$ cat config.mk
export PLATFORM = sky130hd
export DESIGN_NAME = walksat_flip_picker
export DESIGN_NICKNAME = d
export VERILOG_FILES = /design/src/walksat_pkg.sv /design/src/sat_state_store.sv /design/src/clause_dispatch.sv /design/src/break_counter.sv /design/src/heuristic_selector.sv /design/src/walksat_flip_picker.sv
export SDC_FILE = /design/constraint.sdc
export NUM_CORES = 2
export LEC_CHECK = 0
export BUFFER_PORTS_ARGS = -buffer_cell sky130_fd_sc_hd__buf_2
export CORE_UTILIZATION = 55
export CTS_BUF_LIST = sky130_fd_sc_hd__clkbuf_8
export DETAILED_ROUTE_END_ITERATION = 7
export PLACE_DENSITY = 0.71
export SYNTH_ARGS = -nofsm -noshare
export SYNTH_HDL_FRONTEND = slang
export SYNTH_SLANG_ARGS = --single-unit
$ cat constraint.sdc
create_clock -name clk -period 10.2 [get_ports clk]
set_input_delay 0 -clock clk [delete_from_list [all_inputs] [get_ports clk]]
set_output_delay 0 -clock clk [all_outputs]
set_load 0.01 [all_outputs]
$ cat src/walksat_pkg.sv
/*
 * Shared sizes and types of the WalkSAT variable-pick stage.
 * Sized for 3-SAT with 16 variables, 32 clauses and 8 occurrences per variable.
 * A table load word is 7 bits. The load kind selects its decoding.
 */
`default_nettype none

package walksat_pkg;

    // problem size
    localparam int NSAT        = 3;
    localparam int NUM_VARS    = 16;
    localparam int VAR_BITS    = 4;
    localparam int NUM_CLAUSES = 32;
    localparam int CLAUSE_BITS = 5;
    localparam int MAX_OCC     = 8;
    localparam int OCC_BITS    = 3;
    localparam int BREAK_BITS  = 4;
    // lane index, value NSAT means nothing selected
    localparam int SEL_BITS    = 2;

    // random walk taken below this threshold, roughly 0.43
    localparam logic [31:0] WALK_P = 32'h6E147AE0;

    typedef struct packed {
        logic [VAR_BITS-1:0] var_idx;
        logic                valid;
    } literal_t;

    typedef struct packed {
        literal_t [NSAT-1:0] lits;
        logic [31:0]         random_word;
    } clause_job_t;

    // one entry of a variable's occurrence list
    typedef struct packed {
        logic [CLAUSE_BITS-1:0] clause_idx;
        logic                   sign;
        logic                   valid;
    } occ_entry_t;

    typedef struct packed {
        logic [4:0] pad;
        logic [1:0] count;
    } clause_count_t;

    typedef struct packed {
        logic [5:0] pad;
        logic       value;
    } var_value_t;

    typedef union packed {
        occ_entry_t    occ;
        clause_count_t count;
        var_value_t    var_value;
    } table_word_u;

    typedef enum logic [1:0] {
        LOAD_VAR,
        LOAD_CLAUSE,
        LOAD_OCC
    } load_kind_e;

    typedef struct packed {
        load_kind_e             kind;
        logic [CLAUSE_BITS-1:0] index;
        logic [OCC_BITS-1:0]    slot;
        table_word_u            word;
    } table_load_t;

    typedef struct packed {
        logic [BREAK_BITS-1:0] break_val;
        logic                  valid;
    } lane_result_t;

    typedef struct packed {
        logic [SEL_BITS-1:0]   select;
        logic [VAR_BITS-1:0]   var_idx;
        logic [BREAK_BITS-1:0] break_val;
        logic                  walk;
    } pick_result_t;

endpackage

`default_nettype wire

$ cat src/sat_state_store.sv
/*
 * Solver tables held in flops, cleared by reset.
 * One write per cycle through the load port. Loads must not overlap a job.
 * Each lane gets its own combinational read port.
 */
`timescale 1ns/1ps
`default_nettype none

module sat_state_store (
    input  logic                                                 clk,
    input  logic                                                 arst_n,
    input  logic                                                 load_en,
    input  walksat_pkg::table_load_t                             load,
    input  logic [walksat_pkg::NSAT-1:0][walksat_pkg::VAR_BITS-1:0] lane_var,
    input  logic [walksat_pkg::NSAT-1:0][walksat_pkg::OCC_BITS-1:0] lane_slot,
    output walksat_pkg::occ_entry_t [walksat_pkg::NSAT-1:0]      lane_occ,
    output logic [walksat_pkg::NSAT-1:0]                         lane_value,
    output logic [walksat_pkg::NSAT-1:0][1:0]                    lane_true_count
);

    // current assignment, one bit per variable
    logic [walksat_pkg::NUM_VARS-1:0] assign_q;

    // true-literal count per clause
    logic [walksat_pkg::NUM_CLAUSES-1:0][1:0] count_q;

    // occurrence lists, MAX_OCC slots per variable
    walksat_pkg::occ_entry_t [walksat_pkg::NUM_VARS-1:0][walksat_pkg::MAX_OCC-1:0] occ_q;

    logic [walksat_pkg::VAR_BITS-1:0] load_var;

    // variable loads use the low bits of the shared index
    assign load_var = load.index[walksat_pkg::VAR_BITS-1:0];

    always_ff @(posedge clk or negedge arst_n) begin
        if (!arst_n) begin
            assign_q <= '0;
            count_q  <= '0;
            occ_q    <= '0;
        end else if (load_en) begin
            case (load.kind)
                walksat_pkg::LOAD_VAR: begin
                    assign_q[load_var] <= load.word.var_value.value;
                end
                walksat_pkg::LOAD_CLAUSE: begin
                    count_q[load.index] <= load.word.count.count;
                end
                walksat_pkg::LOAD_OCC: begin
                    occ_q[load_var][load.slot] <= load.word.occ;
                end
                default: begin
                    // unused kind, write ignored
                end
            endcase
        end
    end

    // lane reads
    // the true count follows the clause named by the entry just read
    always_comb begin
        for (int i = 0; i < walksat_pkg::NSAT; i++) begin
            lane_occ[i]        = occ_q[lane_var[i]][lane_slot[i]];
            lane_value[i]      = assign_q[lane_var[i]];
            lane_true_count[i] = count_q[lane_occ[i].clause_idx];
        end
    end

endmodule

`default_nettype wire

$ cat src/clause_dispatch.sv
/*
 * Four-phase req/ack front end for one clause job at a time.
 * The job is latched on acceptance, so the requester bus is free afterwards.
 * job_ack holds as long as job_req stays high.
 */
`timescale 1ns/1ps
`default_nettype none

module clause_dispatch (
    input  logic                                    clk,
    input  logic                                    arst_n,
    input  logic                                    job_req,
    input  walksat_pkg::clause_job_t                job,
    output logic                                    job_ack,
    output logic                                    start,
    output walksat_pkg::literal_t [walksat_pkg::NSAT-1:0] lane_lit,
    output logic [31:0]                             random_word,
    input  logic [walksat_pkg::NSAT-1:0]            lane_done,
    output logic                                    eval,
    input  logic                                    pick_valid
);

    typedef enum logic [1:0] {
        ST_IDLE,
        ST_SCAN,
        ST_PICK,
        ST_ACK
    } state_e;

    state_e state_q;
    logic   start_q;
    logic   eval_q;
    logic   ack_q;

    walksat_pkg::clause_job_t job_q;

    always_ff @(posedge clk or negedge arst_n) begin
        if (!arst_n) begin
            state_q <= ST_IDLE;
            start_q <= 1'b0;
            eval_q  <= 1'b0;
            ack_q   <= 1'b0;
        end else begin
            start_q <= 1'b0;
            eval_q  <= 1'b0;
            case (state_q)
                ST_IDLE: begin
                    if (job_req) begin
                        start_q <= 1'b1;
                        state_q <= ST_SCAN;
                    end
                end
                ST_SCAN: begin
                    // done levels are stale while start is still high
                    if (!start_q && (&lane_done)) begin
                        eval_q  <= 1'b1;
                        state_q <= ST_PICK;
                    end
                end
                ST_PICK: begin
                    if (pick_valid) begin
                        ack_q   <= 1'b1;
                        state_q <= ST_ACK;
                    end
                end
                default: begin
                    if (!job_req) begin
                        ack_q   <= 1'b0;
                        state_q <= ST_IDLE;
                    end
                end
            endcase
        end
    end

    // job payload, captured when accepted
    always_ff @(posedge clk) begin
        if (state_q == ST_IDLE && job_req) begin
            job_q <= job;
        end
    end

    assign start       = start_q;
    assign eval        = eval_q;
    assign job_ack     = ack_q;
    assign lane_lit    = job_q.lits;
    assign random_word = job_q.random_word;

endmodule

`default_nettype wire

$ cat src/break_counter.sv
/*
 * One lane of the break count.
 * Slot 0 is checked in the start cycle and then one slot per cycle.
 * The scan stops at the first invalid entry or after MAX_OCC slots.
 */
`timescale 1ns/1ps
`default_nettype none

module break_counter (
    input  logic                                clk,
    input  logic                                arst_n,
    input  logic                                start,
    input  walksat_pkg::literal_t               lit,
    output logic [walksat_pkg::VAR_BITS-1:0]    var_idx,
    output logic [walksat_pkg::OCC_BITS-1:0]    slot,
    input  walksat_pkg::occ_entry_t             occ,
    input  logic                                value,
    input  logic [1:0]                          true_count,
    output walksat_pkg::lane_result_t           lane,
    output logic                                done
);

    logic                                busy_q;
    logic                                valid_q;
    logic [walksat_pkg::OCC_BITS-1:0]    slot_q;
    logic [walksat_pkg::BREAK_BITS-1:0]  count_q;
    logic                                breaks;
    logic                                last_slot;

    // literal currently true and the only true one in its clause
    assign breaks    = occ.valid && (occ.sign == value) && (true_count == 2'd1);
    assign last_slot = (slot_q == walksat_pkg::OCC_BITS'(walksat_pkg::MAX_OCC - 1));

    always_ff @(posedge clk or negedge arst_n) begin
        if (!arst_n) begin
            busy_q  <= 1'b0;
            valid_q <= 1'b0;
            slot_q  <= '0;
            count_q <= '0;
        end else if (start) begin
            // slot_q is zero while idle, so slot 0 is already addressed
            valid_q <= lit.valid;
            count_q <= (lit.valid && breaks) ? walksat_pkg::BREAK_BITS'(1) : '0;
            busy_q  <= lit.valid && occ.valid;
            slot_q  <= (lit.valid && occ.valid) ? walksat_pkg::OCC_BITS'(1) : '0;
        end else if (busy_q) begin
            if (breaks) begin
                count_q <= count_q + 1'b1;
            end
            if (!occ.valid || last_slot) begin
                busy_q <= 1'b0;
                slot_q <= '0;
            end else begin
                slot_q <= slot_q + 1'b1;
            end
        end
    end

    assign var_idx        = lit.var_idx;
    assign slot           = slot_q;
    assign lane.break_val = count_q;
    assign lane.valid     = valid_q;
    assign done           = !busy_q;

endmodule

`default_nettype wire

$ cat src/heuristic_selector.sv
/*
 * Flip choice from the lane break values, registered one cycle after eval.
 * Order: zero break, then random walk below WALK_P, then lowest break.
 * The walk start lane is the random word's low SEL_BITS modulo NSAT.
 */
`timescale 1ns/1ps
`default_nettype none

module heuristic_selector (
    input  logic                                                  clk,
    input  logic                                                  arst_n,
    input  logic                                                  eval,
    input  walksat_pkg::lane_result_t [walksat_pkg::NSAT-1:0]     lanes,
    input  logic [walksat_pkg::NSAT-1:0][walksat_pkg::VAR_BITS-1:0] lit_vars,
    input  logic [31:0]                                           random_word,
    output walksat_pkg::pick_result_t                             pick,
    output logic                                                  pick_valid
);

    logic                                any_valid;
    logic                                zero_hit;
    logic                                walk_hit;
    logic                                walk_en;
    logic [walksat_pkg::SEL_BITS-1:0]    zero_sel;
    logic [walksat_pkg::SEL_BITS-1:0]    walk_sel;
    logic [walksat_pkg::SEL_BITS-1:0]    walk_start;
    logic [walksat_pkg::SEL_BITS-1:0]    greedy_sel;
    logic [walksat_pkg::BREAK_BITS-1:0]  greedy_break;
    walksat_pkg::pick_result_t           next_pick;
    walksat_pkg::pick_result_t           pick_q;
    logic                                pick_valid_q;

    assign walk_en    = (random_word < walksat_pkg::WALK_P);
    assign walk_start = walksat_pkg::SEL_BITS'(
        random_word[walksat_pkg::SEL_BITS-1:0] % walksat_pkg::NSAT);

    // zero override and greedy minimum in one pass
    // ascending order with <= lets the higher lane win a tie
    always_comb begin
        zero_hit     = 1'b0;
        zero_sel     = '0;
        any_valid    = 1'b0;
        greedy_sel   = '0;
        greedy_break = '0;
        for (int i = 0; i < walksat_pkg::NSAT; i++) begin
            if (lanes[i].valid) begin
                if (lanes[i].break_val == '0) begin
                    zero_hit = 1'b1;
                    zero_sel = walksat_pkg::SEL_BITS'(i);
                end
                if (!any_valid || lanes[i].break_val <= greedy_break) begin
                    greedy_sel   = walksat_pkg::SEL_BITS'(i);
                    greedy_break = lanes[i].break_val;
                end
                any_valid = 1'b1;
            end
        end
    end

    // first valid lane at or after the walk start, wrapping around
    always_comb begin
        int idx;
        walk_hit = 1'b0;
        walk_sel = '0;
        for (int k = 0; k < walksat_pkg::NSAT; k++) begin
            idx = (int'(walk_start) + k) % walksat_pkg::NSAT;
            if (!walk_hit && lanes[idx].valid) begin
                walk_hit = 1'b1;
                walk_sel = walksat_pkg::SEL_BITS'(idx);
            end
        end
    end

    always_comb begin
        next_pick = '0;
        if (!any_valid) begin
            next_pick.select = walksat_pkg::SEL_BITS'(walksat_pkg::NSAT);
        end else begin
            if (zero_hit) begin
                next_pick.select = zero_sel;
            end else if (walk_en && walk_hit) begin
                next_pick.select = walk_sel;
                next_pick.walk   = 1'b1;
            end else begin
                next_pick.select = greedy_sel;
            end
            next_pick.var_idx   = lit_vars[next_pick.select];
            next_pick.break_val = lanes[next_pick.select].break_val;
        end
    end

    always_ff @(posedge clk or negedge arst_n) begin
        if (!arst_n) begin
            pick_q       <= '0;
            pick_valid_q <= 1'b0;
        end else begin
            pick_valid_q <= eval;
            if (eval) begin
                pick_q <= next_pick;
            end
        end
    end

    assign pick       = pick_q;
    assign pick_valid = pick_valid_q;

endmodule

`default_nettype wire

$ cat src/walksat_flip_picker.sv
/*
 * WalkSAT variable-pick stage: table store, job front end,
 * NSAT break-count lanes and the heuristic selector.
 * Table loads are only legal while no job is in progress.
 */
`timescale 1ns/1ps
`default_nettype none

module walksat_flip_picker (
    input  logic                      clk,
    input  logic                      arst_n,
    input  logic                      job_req,
    output logic                      job_ack,
    input  walksat_pkg::clause_job_t  job,
    output walksat_pkg::pick_result_t result,
    input  logic                      load_en,
    input  walksat_pkg::table_load_t  load
);

    logic                                                    start;
    logic                                                    eval;
    logic                                                    pick_valid;
    logic [31:0]                                             random_word;
    walksat_pkg::literal_t [walksat_pkg::NSAT-1:0]           lane_lit;
    logic [walksat_pkg::NSAT-1:0][walksat_pkg::VAR_BITS-1:0] lane_var;
    logic [walksat_pkg::NSAT-1:0][walksat_pkg::OCC_BITS-1:0] lane_slot;
    walksat_pkg::occ_entry_t [walksat_pkg::NSAT-1:0]         lane_occ;
    logic [walksat_pkg::NSAT-1:0]                            lane_value;
    logic [walksat_pkg::NSAT-1:0][1:0]                       lane_true_count;
    walksat_pkg::lane_result_t [walksat_pkg::NSAT-1:0]       lane_res;
    logic [walksat_pkg::NSAT-1:0]                            lane_done;

    sat_state_store u_store (
        .clk             (clk),
        .arst_n          (arst_n),
        .load_en         (load_en),
        .load            (load),
        .lane_var        (lane_var),
        .lane_slot       (lane_slot),
        .lane_occ        (lane_occ),
        .lane_value      (lane_value),
        .lane_true_count (lane_true_count)
    );

    clause_dispatch u_dispatch (
        .clk         (clk),
        .arst_n      (arst_n),
        .job_req     (job_req),
        .job         (job),
        .job_ack     (job_ack),
        .start       (start),
        .lane_lit    (lane_lit),
        .random_word (random_word),
        .lane_done   (lane_done),
        .eval        (eval),
        .pick_valid  (pick_valid)
    );

    // one break counter per literal
    for (genvar g = 0; g < walksat_pkg::NSAT; g++) begin : g_lane
        break_counter u_lane (
            .clk        (clk),
            .arst_n     (arst_n),
            .start      (start),
            .lit        (lane_lit[g]),
            .var_idx    (lane_var[g]),
            .slot       (lane_slot[g]),
            .occ        (lane_occ[g]),
            .value      (lane_value[g]),
            .true_count (lane_true_count[g]),
            .lane       (lane_res[g]),
            .done       (lane_done[g])
        );
    end

    // lane variable indices double as the selector's candidate list
    heuristic_selector u_selector (
        .clk         (clk),
        .arst_n      (arst_n),
        .eval        (eval),
        .lanes       (lane_res),
        .lit_vars    (lane_var),
        .random_word (random_word),
        .pick        (result),
        .pick_valid  (pick_valid)
    );

endmodule

`default_nettype wire

# Word level (Yosys, flattened, before mapping)
# Index checks and enable logic that the tools add are counted.
# totals
reg_bits	1067
ramBits	0
out_inout_bits	12
latch_bits	0
rom_bits	0
n_memories	0
# classes
n_lt_le_gt_ge	22
n_eq_ne	18
mul	0
div_mod_pow	4
n_bitwise	1
shift	0
addsub	8
reduce_logical	57
n_mux	126
# ops
cell	count
$bwmux W896	1
$bmux W56 S4	3
$demux W56 S4	1
$mux W56	4
$lt A32 B4 Y1 const B	3
$bwmux W64	1
$mod A32 B3 Y32 const B	2
$bmux W7 S3	3
$mux W4	13
$mux W1	47
$mux W2	21
$bmux W5 S2	4
$lt A32 B31 Y1 const B	1
$mod A2 B2 Y32 const B	1
$mod A3 B3 Y32 const B	1
$bmux W2 S5	3
$mux W7	4
$mux W3	9
$lt A5 B6 Y1 const B	4
$demux W7 S3	1
$logic_and A1 B1 Y1	20
$lt A4 B5 Y1 const B	4
$bwmux W16	1
$lt A3 B4 Y1 const B	4
other kinds (34)	80

# Longest topological paths before layout
# logic_depth
depth_word	19
depth_mapped	23

# Modules after synthesis
# A second synthesis with hierarchy kept.
# hier_totals
cells_unflattened	4495
area_unflattened_um2	65724.3
# by_module_without_submodules
module	area_per_inst_um2	cells_each	seq_area_each_um2	n_inst
sat_state_store	61052.3	4095	24423.4	1
clause_dispatch	1709.1	74	1536.5	1
break_counter	534.3	54	225.2	3
heuristic_selector	1360.1	164	300.3	1

# Least setup slack after synthesis
# Ideal clock, no wire load.
# synth_timing
kind	reg2reg
from	register u_dispatch.job_q (netlist bit u_dispatch.lane_lit[12])
to	register g_lane[2].u_lane.count_q[3] (netlist bit)
setup_time_ps	77
path_stages_with_launch	14
arrival_ps	3965
required_ps	10123
path_buffers	5
setup_slack_ps	6158
synth_period_minus_slack_ps	4042
cell_sequence	edfxtp_1 -> buf_2 -> buf_2 -> buf_1 -> clkbuf_1 -> clkbuf_1 -> mux4_2 -> mux4_2 -> mux4_2 -> mux2i_1 -> xor2_1 -> nand3_2 -> or3_1 -> a21oi_1
# synth_between
elab_chain_cells	10
word_cells_on_any_way	14
cone_classes	eq/ne: 2; mux: 8; reduce/logical: 4
# synth_rtl
element	line_no	source
start: declaration	clause_dispatch.sv:35	walksat_pkg::clause_job_t job_q;
start signal: assignment	clause_dispatch.sv:79	job_q <= job;
$bmux W56 S4	sat_state_store.sv:62	lane_occ[i] = occ_q[lane_var[i]][lane_slot[i]];
$mux W56 (not written as such)	sat_state_store.sv:62	
$bmux W7 S3	sat_state_store.sv:62	
$mux W7 (not written as such)	sat_state_store.sv:62	
$bmux W2 S5	sat_state_store.sv:64	lane_true_count[i] = count_q[lane_occ[i].clause_idx];
$mux W2 (not written as such)	sat_state_store.sv:64	
$eq A2 B1 Y1	break_counter.sv:31	assign breaks = occ.valid && (occ.sign == value) && (true_count == 2'd1);
$logic_and A1 B1 Y1 *	break_counter.sv:31	
$reduce_bool A2 Y1 (no line) *	n/a	
$reduce_and A2 Y1 (no line) *	n/a	
end signal: assignment	break_counter.sv:43	count_q <= (lit.valid && breaks) ? walksat_pkg::BREAK_BITS'(1) : '0;
end signal: assignment	break_counter.sv:48	count_q <= count_q + 1'b1;
end: declaration	break_counter.sv:26	logic [walksat_pkg::BREAK_BITS-1:0] count_q;
# Every way passes the cells marked *; elsewhere a longest branch is shown, timed or not. The select of a mux whose other input is x is not followed.
# A chain may end at the register's enable or synchronous reset.

# Worst setup path after layout
# layout_timing
from	register u_dispatch.job_q (netlist bit u_dispatch.lane_lit[1])
to	register g_lane[0].u_lane.count_q[2] (netlist bit)
# layout_between
elab_chain_cells	10
word_cells_on_any_way	14
cone_classes	eq/ne: 2; mux: 8; reduce/logical: 4
# layout_rtl
element	line_no
$bmux W56 S4	sat_state_store.sv:62
$mux W56 (not written as such)	sat_state_store.sv:62
$bmux W7 S3	sat_state_store.sv:62
$mux W7 (not written as such)	sat_state_store.sv:62
$bmux W2 S5	sat_state_store.sv:64
$mux W2 (not written as such)	sat_state_store.sv:64
$eq A2 B1 Y1	break_counter.sv:31
$logic_and A1 B1 Y1 *	break_counter.sv:31
$reduce_bool A2 Y1 (no line) *	n/a
$reduce_and A2 Y1 (no line) *	n/a
end signal: assignment	break_counter.sv:43
end signal: assignment	break_counter.sv:48
end: declaration	break_counter.sv:26
# Marked as above.

==> out/metrics.yaml <==
drt_pass1_iterations: 6
synth_nets: 4689
tritoncts_clock_tree: "yes"
power.switching_fraction: 0.3246
clock_skew_ns: 0.06585
util_after_layout: 0.6118
combinational_family_with_the_most_area_after_synthesis: "multiplexers"
postcts_resize_cnt: 0
reg2reg_from: "u_dispatch.lane_lit[1]$_DFFE_PP_"
final_slew_violations: 10
worst_slew_pin_slew_ns: 1.637
die-width_um: 346.3
synth-edff-count: 44
postSynth.asyncResetShare: 0.9586
io-pin-count: 80
cts-root-buf: "sky130_fd_sc_hd__clkbuf_8"
placement_rows: 125
synth_top_area_share: 0.3914
cp.required_ns: 11.03
synth-compound-area-share: 0.04459
clock_sinks: 1064
path_clk_slew_ns: 0.06
hold_path.class: "in2reg"
cts.htree.levels: 4
worst_setup_ep_type: "flip-flop"
finalSetupTns_ns: 0
run_status: "finished with violations"
drive_above_1_share: 0.4377
cp-endpoint: "g_lane[0].u_lane.count_q[2]$_DFFE_PN0P_"
yosys_warnings: 0
power.share.combinational: 0.229
core_region_area_um2: 116800
clockPowerShare: 0.355
rrSetupSlack_ns: 3.68
route.detailed.drc: 0
gpl.final_weighted_congestion: 1.043
routed_wire_length_per_instance_um: 35.72
critical_path.max_fanout: 72
hold_viol: 0
total_clock_buffers_created_by_cts: 181
floorplan.initialDensity: 0.5582
gr-max-usage-layer: "met2"
die_height_um: 346.3
vias: 46820
synth.cell_area_um2: 65220
post_route_clock_period_utilization: 0.6394
power_switching_mw: 3.599
grt_antenna_before_repair: 11
area_share_of_and_or_nand_nor_cells_after_synthesis: 0.05109
fp.dieArea_um2: 120000
synth_area_leaders: "sky130_fd_sc_hd__dfrtp_1 (39%), sky130_fd_sc_hd__mux4_2 (22%), sky130_fd_sc_hd__mux2_2 (17%), sky130_fd_sc_hd__mux2i_1 (4.8%), sky130_fd_sc_hd__edfxtp_1 (2.0%)"
overflow: 0
p_seq_frac: 0.416
worstPathArrival_ns: 7.36
leakagePower_nw: 32.06
clock_latency_on_the_worst_skew_pair_ns: 0.98
synth_xor_xnor_area_share: 0.0009401
post_synthesis_mux_area_share: 0.4561
rr_worst_depth: 14
power.density_cell_area_nw_per_um2: 155.1
area_growth_pct: 9.599
post_drt_via_cell_ratio: 7.361
r2r-end: "g_lane[0].u_lane.count_q[2]$_DFFE_PN0P_"
internal_power_mw: 7.488
synthDominantAreaCellType: "sky130_fd_sc_hd__dfrtp_1"
detailedRoute.firstIterationViolations: 6382
critPathKind: "reg2reg"
synth-main-ff-cell: "sky130_fd_sc_hd__dfrtp_1"
number_of_distinct_library_cells_after_synthesis: 88
postSynthAreaPerCell_um2: 14.19
cp-start-kind: "flip-flop"
nNetsFinal: 4785
use_met1: 0.5081
wirelength_um: 227200
numPortBuffers: 76
synth.ff_latch_count: 1064
synth-adder-area-share: 0.004796
synth-seq-area-share: 0.4116
grt_pass1_wl_um: 330400
max_cap_violations: 2
timing.fmax_ghz: 0.1533
vias_in_the_first_global_route: 46210
unrepaired_setup_endpoints_after_global_routing: "false"
failed_checks: "max-capacitance violations, max-slew violations"
drtAntennaViolNets: 0
globalRouteMet2Util: 0.5529
grt_start_max_net_pins: 184
groute.layer.met3.usage: 0.1301
cts_setup_buffers: 0
dp_hpwl_um: 146200
grt_use_total: 0.3829
clock_tree.buffer_depth: 3
total_power_mw: 11.09
synth_cells: 4596
final_period_minus_worst_setup_slack_ns: 6.522
relSlewSlack: -0.1053
setup_viol: 0
worst_ir_drop_vdd_uv: 197.2
crit_start: "u_dispatch.lane_lit[1]$_DFFE_PP_"
-- area by class of cell --
class | count | area [µm²]
diodes | 8 | 20.02
inverters | 38 | 142.6
clock buffers | 226 | 3110
multi-input cells | 3116 | 36400
clock inverters | 93 | 520.5
flip-flops and latches | 1064 | 26850
repair buffers | 291 | 2532
fillers | 8888 | 45350
well taps | 1524 | 1907
-- state kept, by name, indices dropped and copies added (netlist names) --
name,count
u_selector.pick,11
g_lane.u_lane.count_q,12
u_dispatch.eval,1
u_dispatch.start,1
g_lane.u_lane.busy_q,3
u_dispatch.lane_lit,15
u_store.count_q,64
g_lane.u_lane.slot,9
u_dispatch.random_word,29
u_selector.pick_valid,1
u_dispatch.state_q,2
u_store.assign_q,16
g_lane.u_lane.valid_q,3
u_store.occ_q,896
u_dispatch.job_ack,1
-- Yosys cell counts, types with 11 or more instances --
library cell                instances
sky130_fd_sc_hd__dfrtp_1         1020
sky130_fd_sc_hd__mux2_2           997
sky130_fd_sc_hd__mux4_2           645
sky130_fd_sc_hd__mux2i_1          310
sky130_fd_sc_hd__clkbuf_1         234
sky130_fd_sc_hd__nand2_1          214
sky130_fd_sc_hd__nor2_1           173
sky130_fd_sc_hd__a22oi_1          112
sky130_fd_sc_hd__buf_2             70
sky130_fd_sc_hd__nand3_1           67
sky130_fd_sc_hd__nor2b_1           62
sky130_fd_sc_hd__a21oi_1           54
sky130_fd_sc_hd__o21ai_0           47
sky130_fd_sc_hd__nand2b_1          45
sky130_fd_sc_hd__edfxtp_1          44
sky130_fd_sc_hd__o22ai_1           39
sky130_fd_sc_hd__inv_1             35
sky130_fd_sc_hd__buf_4             33
sky130_fd_sc_hd__mux4_1            32
sky130_fd_sc_hd__nor3_1            31
sky130_fd_sc_hd__ha_1              25
sky130_fd_sc_hd__nand4_1           22
sky130_fd_sc_hd__a31oi_1           18
sky130_fd_sc_hd__buf_1             17
sky130_fd_sc_hd__o221ai_1          15
sky130_fd_sc_hd__o211ai_1          13
sky130_fd_sc_hd__o2111ai_1         12
sky130_fd_sc_hd__buf_6             11
-- per-stage QoR --
step	cell area, µm²	instances	setup WS, ns	hold WS (ns)
CTS	71460	6352	4.027	0.09115
global route	71460	6354	3.775	0.1945
finish	71480	6360	3.678	0.1426
floorplan	65220	4596	6.158	-0.2956
detailed placement	66690	5921	4.080	0.007283
global placement	66690	5921	4.140	0.006213
-- power groups by stage --
stage / sequential (mW) / clock (mW) / combinational (mW)
5_1_grt: 4.64 / 4.15 / 2.62
2_1_floorplan: 4.62 / 0 / 1.68
3_5_place_dp: 4.68 / 0 / 2.44
4_1_cts: 4.61 / 3.97 / 2.48
6_report: 4.62 / 3.94 / 2.53
3_3_place_gp: 4.67 / 0 / 2.42
-- layer usage --
metal / vias to the layer above / part of all wire / routed length [µm]
met3: 735 / 0.12 / 27730
met5: - / 0.000057 / 13
li1: 18400 / - / -
met2: 3180 / 0.44 / 99260
met4: 2 / 0.065 / 14800
met1: 24500 / 0.38 / 85360
-- placed cells by master (no fill, tap or decap), types with 6 or more instances in the layout --
| cell type | n |
|---|---|
| sky130_fd_sc_hd__a2111oi_0 | 7 |
| sky130_fd_sc_hd__a21o_1 | 8 |
| sky130_fd_sc_hd__a21oi_1 | 54 |
| sky130_fd_sc_hd__a22oi_1 | 112 |
| sky130_fd_sc_hd__a311oi_1 | 10 |
| sky130_fd_sc_hd__a31oi_1 | 18 |
| sky130_fd_sc_hd__and2_1 | 6 |
| sky130_fd_sc_hd__buf_12 | 17 |
| sky130_fd_sc_hd__buf_2 | 68 |
| sky130_fd_sc_hd__buf_4 | 93 |
| sky130_fd_sc_hd__clkbuf_8 | 226 |
| sky130_fd_sc_hd__clkinv_2 | 12 |
| sky130_fd_sc_hd__dfrtp_1 | 1019 |
| sky130_fd_sc_hd__diode_2 | 8 |
| sky130_fd_sc_hd__dlygate4sd3_1 | 111 |
| sky130_fd_sc_hd__edfxtp_1 | 44 |
| sky130_fd_sc_hd__ha_1 | 25 |
| sky130_fd_sc_hd__inv_1 | 96 |
| sky130_fd_sc_hd__mux2_2 | 997 |
| sky130_fd_sc_hd__mux2i_1 | 310 |
| sky130_fd_sc_hd__mux4_1 | 32 |
| sky130_fd_sc_hd__mux4_2 | 645 |
| sky130_fd_sc_hd__nand2_1 | 214 |
| sky130_fd_sc_hd__nand2b_1 | 45 |
| sky130_fd_sc_hd__nand3_1 | 67 |
| sky130_fd_sc_hd__nand3b_1 | 10 |
| sky130_fd_sc_hd__nand4_1 | 22 |
| sky130_fd_sc_hd__nor2_1 | 172 |
| sky130_fd_sc_hd__nor2b_1 | 59 |
| sky130_fd_sc_hd__nor3_1 | 31 |
| sky130_fd_sc_hd__nor3b_1 | 8 |
| sky130_fd_sc_hd__o2111ai_1 | 12 |
| sky130_fd_sc_hd__o211ai_1 | 13 |
| sky130_fd_sc_hd__o21ai_0 | 47 |
| sky130_fd_sc_hd__o221ai_1 | 15 |
| sky130_fd_sc_hd__o22ai_1 | 39 |
| sky130_fd_sc_hd__o41ai_1 | 9 |
| sky130_fd_sc_hd__or2_2 | 9 |
| sky130_fd_sc_hd__or3_1 | 10 |
-- worst max-delay path, cell delays in order (launching register included) --
cell and delay [ns]:
sky130_fd_sc_hd__edfxtp_1 0.81, sky130_fd_sc_hd__buf_12 0.49, sky130_fd_sc_hd__buf_4 0.74, sky130_fd_sc_hd__mux2i_1 0.17, sky130_fd_sc_hd__a22oi_1 0.23, sky130_fd_sc_hd__a21oi_1 0.18, sky130_fd_sc_hd__o31ai_1 0.63, sky130_fd_sc_hd__o31ai_1 0.37
sky130_fd_sc_hd__o21ai_2 0.53, sky130_fd_sc_hd__mux2_2 0.39, sky130_fd_sc_hd__o221a_2 0.26, sky130_fd_sc_hd__nor4b_1 0.86, sky130_fd_sc_hd__nor4b_4 0.18, sky130_fd_sc_hd__a21o_1 0.23, sky130_fd_sc_hd__a21oi_1 0.12
-- how the worst min path moves through the flow --
| stage | depth (start not counted) | endpoint | start | slack (ns) |
|---|---|---|---|---|
| finish | 5 | u_dispatch.state_q[1]$_DFFE_PN0P_ | job_req | 0.14 |
| global route | 5 | u_store.occ_q[226]$_DFFE_PN0P_ | load[8] | 0.19 |
| CTS | 5 | u_dispatch.state_q[1]$_DFFE_PN0P_ | job_req | 0.09 |
| detailed placement | 1 | u_selector.pick[9]$_DFFE_PN0P_ | arst_n | 0.007 |
| global placement | 1 | u_selector.pick[9]$_DFFE_PN0P_ | arst_n | 0.006 |
| floorplan | 0 | g_lane[0].u_lane.busy_q$_DFF_PN0_ | arst_n | -0.30 |
-- kinds of logic after synthesis --
group | after synthesis
flip-flops | 1064
XOR/XNOR | 7
buffers and inverters | 416
multiplexers | 1986
AO/OA/AOI/OAI | 407
AND/OR/NAND/NOR | 691
adder cells (fa/ha/maj) | 25
-- timing repair --
action                     4_1_cts  5_1_grt
hold buffers                   112        0
setup endpoints to repair        0        0
hold endpoints to repair      1066        0
Note: power is estimated with default switching activity, not from simulation.
